`src/rtl/core_pkg.sv`:
```
//////////////////////////////////////////////////
// core package
// bridge register map, reset values and the
// packed structs shared by bridge and audio logic
//////////////////////////////////////////////////

package core_pkg;

    //////////////////////////////////////////////////
    // bridge bus
    //////////////////////////////////////////////////

    // one bridge transfer as seen on clk_74a
    typedef struct packed {
        logic [31:0] addr;
        logic        rd;
        logic        wr;
        logic [31:0] wr_data;
    } bridge_req_t;

    // configuration registers
    localparam logic [31:0] ADDR_CHAN_EN   = 32'h00F0000C;
    localparam logic [31:0] ADDR_ANIM_EN   = 32'h00100000;
    localparam logic [31:0] ADDR_DEBUG     = 32'h00100004;
    localparam logic [31:0] ADDR_SIGNED    = 32'h00300000;

    // write-only command slots
    localparam logic [31:0] ADDR_FRAME_RST = 32'h00F00014;
    localparam logic [31:0] ADDR_FRAME_INC = 32'h00F00018;

    // read-only frame count
    localparam logic [31:0] ADDR_FRAME_CNT = 32'h20000000;

    //////////////////////////////////////////////////
    // register contents
    //////////////////////////////////////////////////

    typedef struct packed {
        logic [2:0]         chan_en;
        logic               anim_en;
        logic [31:0]        debug_value;
        logic signed [31:0] signed_value;
    } cfg_regs_t;

    // subset handed to the video side
    typedef struct packed {
        logic [2:0] chan_en;
        logic       anim_en;
    } video_cfg_t;

    // power-up contents, signed value starts at zero
    localparam logic [2:0]  RST_CHAN_EN = 3'b111;
    localparam logic        RST_ANIM_EN = 1'b1;
    localparam logic [31:0] RST_DEBUG   = 32'h12005678;

    //////////////////////////////////////////////////
    // frame and audio
    //////////////////////////////////////////////////

    // one-cycle command pulses
    typedef struct packed {
        logic clear;
        logic incr;
    } frame_cmd_t;

    localparam int FRAME_W = 16;

    // i2s clock pins
    typedef struct packed {
        logic mclk;
        logic sclk;
        logic lrck;
    } i2s_clk_t;

    // mclk phase accumulator width
    localparam int ACC_W = 22;

endpackage

```
`src/rtl/bridge_read_mux.sv`:
```
//////////////////////////////////////////////////
// bridge read mux
// picks the read word for the current address
// from the registers and the frame count
//////////////////////////////////////////////////

`timescale 1ns/10ps

module bridge_read_mux (
    input  logic [31:0]                  addr,
    input  core_pkg::cfg_regs_t          regs,
    input  logic [core_pkg::FRAME_W-1:0] frame_count,
    output logic [31:0]                  rd_data
);

    localparam int FW = core_pkg::FRAME_W;

    // purely combinational, valid in the address cycle
    // rd strobe is not needed here
    always_comb begin
        case (addr)
            // narrow fields zero extended
            core_pkg::ADDR_CHAN_EN: begin
                rd_data = {29'd0, regs.chan_en};
            end
            core_pkg::ADDR_ANIM_EN: begin
                rd_data = {31'd0, regs.anim_en};
            end
            core_pkg::ADDR_DEBUG: begin
                rd_data = regs.debug_value;
            end
            // raw bits of the signed word
            core_pkg::ADDR_SIGNED: begin
                rd_data = regs.signed_value;
            end
            core_pkg::ADDR_FRAME_CNT: begin
                rd_data = {{(32 - FW){1'b0}}, frame_count};
            end
            // unmapped, command slots and the 0xF8 window
            default: begin
                rd_data = '0;
            end
        endcase
    end

endmodule

```
`src/rtl/bridge_reg_file.sv`:
```
//////////////////////////////////////////////////
// bridge register file
// decodes host writes into the config registers
// and the frame clear / increment pulses
//////////////////////////////////////////////////

`timescale 1ns/10ps

module bridge_reg_file (
    input  logic                  clk_74a,
    input  logic                  rst,
    input  core_pkg::bridge_req_t bridge,
    output core_pkg::cfg_regs_t   regs,
    output core_pkg::frame_cmd_t  frame_cmd
);

    // command slot hits
    logic hit_frame_rst;
    logic hit_frame_inc;

    assign hit_frame_rst = bridge.wr && (bridge.addr == core_pkg::ADDR_FRAME_RST);
    assign hit_frame_inc = bridge.wr && (bridge.addr == core_pkg::ADDR_FRAME_INC);

    //////////////////////////////////////////////////
    // configuration registers
    //////////////////////////////////////////////////

    always_ff @(posedge clk_74a) begin
        if (rst) begin
            regs.chan_en      <= core_pkg::RST_CHAN_EN;
            regs.anim_en      <= core_pkg::RST_ANIM_EN;
            regs.debug_value  <= core_pkg::RST_DEBUG;
            regs.signed_value <= '0;
        end else if (bridge.wr) begin
            case (bridge.addr)
                // narrow fields keep only the low bits
                core_pkg::ADDR_CHAN_EN: begin
                    regs.chan_en <= bridge.wr_data[2:0];
                end
                core_pkg::ADDR_ANIM_EN: begin
                    regs.anim_en <= bridge.wr_data[0];
                end
                // full 32-bit words
                core_pkg::ADDR_DEBUG: begin
                    regs.debug_value <= bridge.wr_data;
                end
                core_pkg::ADDR_SIGNED: begin
                    regs.signed_value <= bridge.wr_data;
                end
                // commands and unmapped addresses
                default: begin
                    regs <= regs;
                end
            endcase
        end
    end

    //////////////////////////////////////////////////
    // frame command pulses
    //////////////////////////////////////////////////

    // high for exactly the cycle after the write
    always_ff @(posedge clk_74a) begin
        if (rst) begin
            frame_cmd <= '0;
        end else begin
            frame_cmd.clear <= hit_frame_rst;
            frame_cmd.incr  <= hit_frame_inc;
        end
    end

endmodule

```
`src/rtl/core_top.sv`:
```
//////////////////////////////////////////////////
// core top
// bridge register block beside the silent i2s
// clock path, joined by the bridge read mux
//////////////////////////////////////////////////

`timescale 1ns/10ps

module core_top #(
    parameter int ACC_STEP  = 245760,
    parameter int ACC_WRAP  = 742500,
    parameter int SLOT_BITS = 32
) (
    input  logic                  clk_74a,
    input  logic                  rst,
    input  core_pkg::bridge_req_t bridge,
    output logic [31:0]           bridge_rd_data,
    output core_pkg::video_cfg_t  video_cfg,
    output core_pkg::i2s_clk_t    audio
);

    //////////////////////////////////////////////////
    // bridge side
    //////////////////////////////////////////////////

    core_pkg::cfg_regs_t          regs;
    core_pkg::frame_cmd_t         frame_cmd;
    logic [core_pkg::FRAME_W-1:0] frame_count;

    bridge_reg_file u_reg_file (
        .clk_74a   (clk_74a),
        .rst       (rst),
        .bridge    (bridge),
        .regs      (regs),
        .frame_cmd (frame_cmd)
    );

    // video only sees the enables
    assign video_cfg = '{chan_en: regs.chan_en, anim_en: regs.anim_en};

    //////////////////////////////////////////////////
    // audio clock path
    //////////////////////////////////////////////////

    logic mclk;
    logic mclk_rise;
    logic frame_done;

    mclk_gen #(
        .ACC_STEP (ACC_STEP),
        .ACC_WRAP (ACC_WRAP)
    ) u_mclk_gen (
        .clk_74a   (clk_74a),
        .rst       (rst),
        .mclk      (mclk),
        .mclk_rise (mclk_rise)
    );

    i2s_clock_tx #(
        .SLOT_BITS (SLOT_BITS)
    ) u_i2s_clock_tx (
        .clk_74a    (clk_74a),
        .rst        (rst),
        .mclk       (mclk),
        .mclk_rise  (mclk_rise),
        .audio      (audio),
        .frame_done (frame_done)
    );

    // frame count stays in clk_74a, no sync needed
    frame_counter u_frame_counter (
        .clk_74a    (clk_74a),
        .rst        (rst),
        .frame_cmd  (frame_cmd),
        .frame_done (frame_done),
        .count      (frame_count)
    );

    // read data for the host
    bridge_read_mux u_read_mux (
        .addr        (bridge.addr),
        .regs        (regs),
        .frame_count (frame_count),
        .rd_data     (bridge_rd_data)
    );

endmodule

```
`src/rtl/frame_counter.sv`:
```
//////////////////////////////////////////////////
// frame counter
// counts stereo audio frames with host clear
// and increment commands
//////////////////////////////////////////////////

`timescale 1ns/10ps

module frame_counter (
    input  logic                          clk_74a,
    input  logic                          rst,
    input  core_pkg::frame_cmd_t          frame_cmd,
    input  logic                          frame_done,
    output logic [core_pkg::FRAME_W-1:0]  count
);

    localparam int W = core_pkg::FRAME_W;

    // host increment and frame end may land together
    logic [W-1:0] step;

    assign step = W'(frame_cmd.incr) + W'(frame_done);

    always_ff @(posedge clk_74a) begin
        if (rst) begin
            count <= '0;
        end else if (frame_cmd.clear) begin
            // clear beats any increment in the same cycle
            count <= '0;
        end else begin
            // wraps at full width
            count <= count + step;
        end
    end

endmodule

```
`src/rtl/i2s_clock_tx.sv`:
```
//////////////////////////////////////////////////
// i2s clock transmitter
// mclk / 4 gives sclk, lrck flips every slot
// frame_done marks the end of each stereo frame
//////////////////////////////////////////////////

`timescale 1ns/10ps

module i2s_clock_tx #(
    parameter int SLOT_BITS = 32
) (
    input  logic               clk_74a,
    input  logic               rst,
    input  logic               mclk,
    input  logic               mclk_rise,
    output core_pkg::i2s_clk_t audio,
    output logic               frame_done
);

    localparam int CNT_W = (SLOT_BITS > 1) ? $clog2(SLOT_BITS) : 1;
    localparam logic [CNT_W-1:0] LAST_BIT = CNT_W'(SLOT_BITS - 1);

    // mclk divider, top bit is sclk
    logic [1:0]       div;
    // bit position inside the channel slot
    logic [CNT_W-1:0] bit_cnt;
    logic             lrck;
    // divider wrap 3 -> 0 is the sclk falling edge
    logic             sclk_fall;
    // last bit of the slot done
    logic             slot_end;

    assign sclk_fall = mclk_rise && (div == 2'd3);
    assign slot_end  = sclk_fall && (bit_cnt == LAST_BIT);

    always_ff @(posedge clk_74a) begin
        if (rst) begin
            div        <= '0;
            bit_cnt    <= '0;
            lrck       <= 1'b0;
            frame_done <= 1'b0;
        end else begin
            // right slot closing means lrck goes 1 -> 0
            frame_done <= slot_end && lrck;
            if (mclk_rise) begin
                div <= div + 2'd1;
            end
            if (sclk_fall) begin
                bit_cnt <= slot_end ? '0 : bit_cnt + 1'b1;
            end
            if (slot_end) begin
                lrck <= ~lrck;
            end
        end
    end

    // dac data stays silent so only the clocks leave
    assign audio = '{mclk: mclk, sclk: div[1], lrck: lrck};

endmodule

```
`src/rtl/mclk_gen.sv`:
```
//////////////////////////////////////////////////
// mclk generator
// fractional accumulator toggling mclk off clk_74a
//////////////////////////////////////////////////

`timescale 1ns/10ps

module mclk_gen #(
    parameter int ACC_STEP = 245760,
    parameter int ACC_WRAP = 742500
) (
    input  logic clk_74a,
    input  logic rst,
    output logic mclk,
    output logic mclk_rise
);

    localparam int W = core_pkg::ACC_W;
    localparam logic [W-1:0] STEP = W'(ACC_STEP);
    localparam logic [W-1:0] WRAP = W'(ACC_WRAP);

    // phase accumulator
    logic [W-1:0] acc;
    // accumulator crossed the wrap point
    logic         wrap;

    assign wrap = (acc >= WRAP);

    always_ff @(posedge clk_74a) begin
        if (rst) begin
            acc       <= '0;
            mclk      <= 1'b0;
            mclk_rise <= 1'b0;
        end else begin
            // strobe lines up with the first cycle mclk reads 1
            mclk_rise <= wrap && !mclk;
            if (wrap) begin
                // carry the remainder so the average rate stays exact
                acc  <= acc - WRAP + STEP;
                mclk <= ~mclk;
            end else begin
                acc <= acc + STEP;
            end
        end
    end

endmodule

```
`config.mk`:
```
export PLATFORM = sky130hd
export DESIGN_NAME = core_top
export DESIGN_NICKNAME = d
export VERILOG_FILES = /design/src/rtl/core_pkg.sv /design/src/rtl/bridge_read_mux.sv /design/src/rtl/bridge_reg_file.sv /design/src/rtl/core_top.sv /design/src/rtl/frame_counter.sv /design/src/rtl/i2s_clock_tx.sv /design/src/rtl/mclk_gen.sv
export SDC_FILE = /design/constraint.sdc
export NUM_CORES = 1
export LEC_CHECK = 0
export BUFFER_PORTS_ARGS = -buffer_cell sky130_fd_sc_hd__buf_4
export CORE_MARGIN = 3
export CORE_UTILIZATION = 63
export CTS_BUF_LIST = sky130_fd_sc_hd__clkbuf_8
export DETAILED_ROUTE_END_ITERATION = 6
export PLACE_DENSITY_LB_ADDON = 0.05
export SYNTH_ARGS = -nofsm -noshare
export SYNTH_HDL_FRONTEND = slang
export SYNTH_HIERARCHICAL = 1
export SYNTH_SLANG_ARGS = --single-unit
```
`constraint.sdc`:
```
create_clock -name clk_74a -period 4.89 [get_ports clk_74a]
set_clock_uncertainty 0.05 [all_clocks]
set_input_delay 0.978 -clock clk_74a [delete_from_list [all_inputs] [get_ports clk_74a]]
set_output_delay 0.978 -clock clk_74a [all_outputs]
set_load 0.05 [all_outputs]
```
==> results.md <==
* Run status: completed
* Vertical die dimension at 107 µm
* Actual slew at the worst max-slew pin at 1.11 ns
* Overflow left after global routing at 0
* Number of buffer and inverter instances along the worst setup path at 3
* DRC violation count after routing at 0
* Maximum fanout along the worst path at 32
* RD Place Congestion at approximately 0.86
* Static leakage at 2.58 nW
* Total placed cells including tap cells at approximately 950
* Count of mapped cells out of synthesis at between 700 and 800
* Number of buffers inserted during clock tree synthesis at 17
* Highest clock frequency the design can meet at roughly 250 MHz
* Area of the core at between 9000 and 10000 µm²
* Clock-pin transition on the worst setup and hold timing paths at ~0.070 ns
* Worst slew margin relative to its limit at a little over a quarter
* Final-report setup violation count at 0
* Dominant cell by count in the synthesized netlist: dfxtp_1
* Data required time of the critical path at 3.86 ns
* Critical path endpoint category: output pin
* Cell area after synthesis at around 6500 µm²
* Maximum count of clock buffers along a single path at 2
* Antenna viol nets, final at 0
* DP Worst Slack at approximately 0.9 ns
* Final period utilization at between 80% and 90%
* Fin Hold WS at 0.419 ns
* Sequential fraction of the synthesis area at 36.2%
* CP Class: input pin to output pin
* Global-route wire length before repair at just under 30000 µm
* Synth cell count leaders: dfxtp_1, a21oi_1, nand2_1
* Startpoint type of the worst setup path: input pin
* Sequential cell area in the final layout at approximately 2300 µm²
* Number of fillers in the final layout at approximately 700
* Number of antenna violations at the first check in global routing at 0
* Path category of the worst min-delay check: flip-flop to flip-flop
* Post-detail-place hpwl at 11200 µm
* Count of final hold-check violations at 0
* Total via count after detailed routing at ~6600
* Pwr/cell area at around 320 nW/µm²
* Layout cell share with drive strength beyond 1 at between 20% and 30%
* Fin Setup TNS at 0 ns
* Top-area cell type share of the netlist area at 36.2%
* Worst IR Drop VDD at between 200 and 250 µV
* Number of H-tree levels at 4
* Total routing usage reported by global routing at between 30% and 40%
* Number of enable-type register cells in the synthesized netlist at 0
* Area growth from synthesis to final layout at 16.9%
* Final core utilization at between 70 and 80%
* Fraction of registers with async set or reset after synthesis at 0%
* First DRT Iteration DRCs at 511
* Master cell of the clock root buffer: clkbuf_8
* Crit path largest cell delay at 0.54 ns
* Final-report max-slew violation count at 0
* Count of non-filler cells in the finished layout at 979
* Max-cap check violation count at 0
* Main area contributors after synthesis: dfxtp_1, o31ai_1, a21oi_1
* Wire length after detailed routing at roughly 18000 µm
* Top FF cell, synth: dfxtp_1
* Count of cells resized by post-cts repair at 0
* Insertion delay to the later sink of the worst-skew pair at 0.43 ns
* Avg WL per Cell at 18.6 µm
* Cell type of the slowest stage on the worst timing path: or4_1
* Yosys warning count at 6
* WP data arrival at 2.99 ns
* Worst path top cell family by delay: simple AND/OR/NAND/NOR gates
* IO Port Bufs at about 110
* Total die area at around 12000 µm²
* Count of state elements after synthesis at around 120
* Horizontal die dimension at 107 µm
* Area used by multi-input combinational logic at around 3700 µm²
* Core Rows at 36
* CTS sink count at around 120
* Diodes inserted at 0
* Setup repair after global routing missed its margin: false
* Post-detailed-route via-to-cell ratio at between 6 and 7
* First-pass DRT Iterations at 5
* Post-synthesis area per instance at 8.35 µm²
* Number of different library cells in the post-synthesis netlist at 65
* Clock tree from TritonCTS: built
* Buffer count from post-CTS setup fixing at 0
* Shortest clock period the worst path allows after layout at about 4.0 ns
* Min setup slack post-route at 0.874 ns
* Net total in the final layout at 912
* Syn_nets at 854
* Critical path cell sequence: buf_4, nor4_1, nand4_1, or4_1, buf_4, o22ai_1, buf_4
* Worst path most repeated cell: buf_4
* Num ports at ~110
* Initial core utilization at between 60% and 70%
* Top cell type by total area after synthesis: dfxtp_1
* Via count of the first global-routing pass at about 6300
* Maximum number of pins on one net before global-route repair at 73
* Count of hold buffers inserted by post-cts repair at 0
[final timing paths]
path	start	endpoint	slack, ns	cells past startpoint
max reg2reg	u_mclk_gen/acc[2]	u_mclk_gen/acc[16]	2.38	8
min reg2reg	u_reg_file/regs[55]	u_reg_file/regs[55]	0.42	2
min	u_reg_file/regs[55]	u_reg_file/regs[55]	0.42	2
max	bridge[40]	bridge_rd_data[13]	0.87	7
[report_power, final]
group          internal, W  total (W)  switching, W  leakage (nW)
logic             0.000145   0.000327      0.000182          1.40
clock network     0.000632    0.00103      0.000399         0.233
registers         0.000987    0.00105     0.0000607         0.945
[tightest hold or removal path: stages (launching register included)]
cell,delay (ns)
dfxtp_1,0.31
o31ai_1,0.06
a21oi_1,0.05
[final cells by class]
| cell class | count | area share, % |
|---|---|---|
| clock buffer | 19 | 3.45 |
| clock inverter | 13 | 2.71 |
| inverter | 15 | 0.744 |
| multi-input combinational | 566 | 48.4 |
| sequential | 117 | 30.9 |
| tap | 133 | 2.20 |
| timing repair buffer | 116 | 11.5 |
[layout by cell type (no fill, tap or decap), types with 4 or more instances in the layout]
cell and n:
nor4_4 7, dfxtp_1 117, nand4b_1 4, o31ai_1 60, inv_1 15, a21oi_1 80, mux2i_1 22, buf_4 116
ha_1 10, xnor2_1 6, nand3_1 11, nor2_1 55, nor4_1 13, clkbuf_8 19, nand4_1 63, o22ai_1 31
a22oi_1 19, or3_1 14, nand2_1 66, nor2b_1 8, nor3_1 10, and3_1 4, or4_1 9, o21ai_0 18
bufinv_16 5
[metal layers]
layer	GRT usage [%]	share of wire (%)	vias to the layer above
met2	53.0	49	365
met3	7.32	8.9	37
li1	-	-	3057
met5	0	0	-
met1	39.0	40	3149
met4	11.3	1.9	0
[registers in the layout (all words and copies together) (netlist names)]
register,flops
u_i2s_clock_tx/frame_done,1
u_mclk_gen/acc,20
u_frame_counter/count,16
u_mclk_gen/mclk_rise,1
u_i2s_clock_tx/lrck,1
u_i2s_clock_tx/bit_cnt,5
u_mclk_gen/mclk,1
u_reg_file/regs,68
u_i2s_clock_tx/div,2
u_reg_file/frame_cmd,2
[cells by family after synthesis]
logic type,count (synthesis),synth area share [%]
AO/OA/AOI/OAI,228,22.4
XOR/XNOR,9,1.22
adder cells (fa/ha/maj),11,2.24
buffers and inverters,92,7.27
flip-flops,117,36.2
multiplexers,24,3.75
AND/OR/NAND/NOR,294,27.0
[through the flow]
step	power (W)	instance area (µm²)
final	0.00241	7570
after floorplan	0.00129	6470
after global routing	0.00249	7570
after CTS	0.00241	7570
after global placement	0.00137	7100
after detailed placement	0.00139	7100
(Power assumes the default switching activity.)
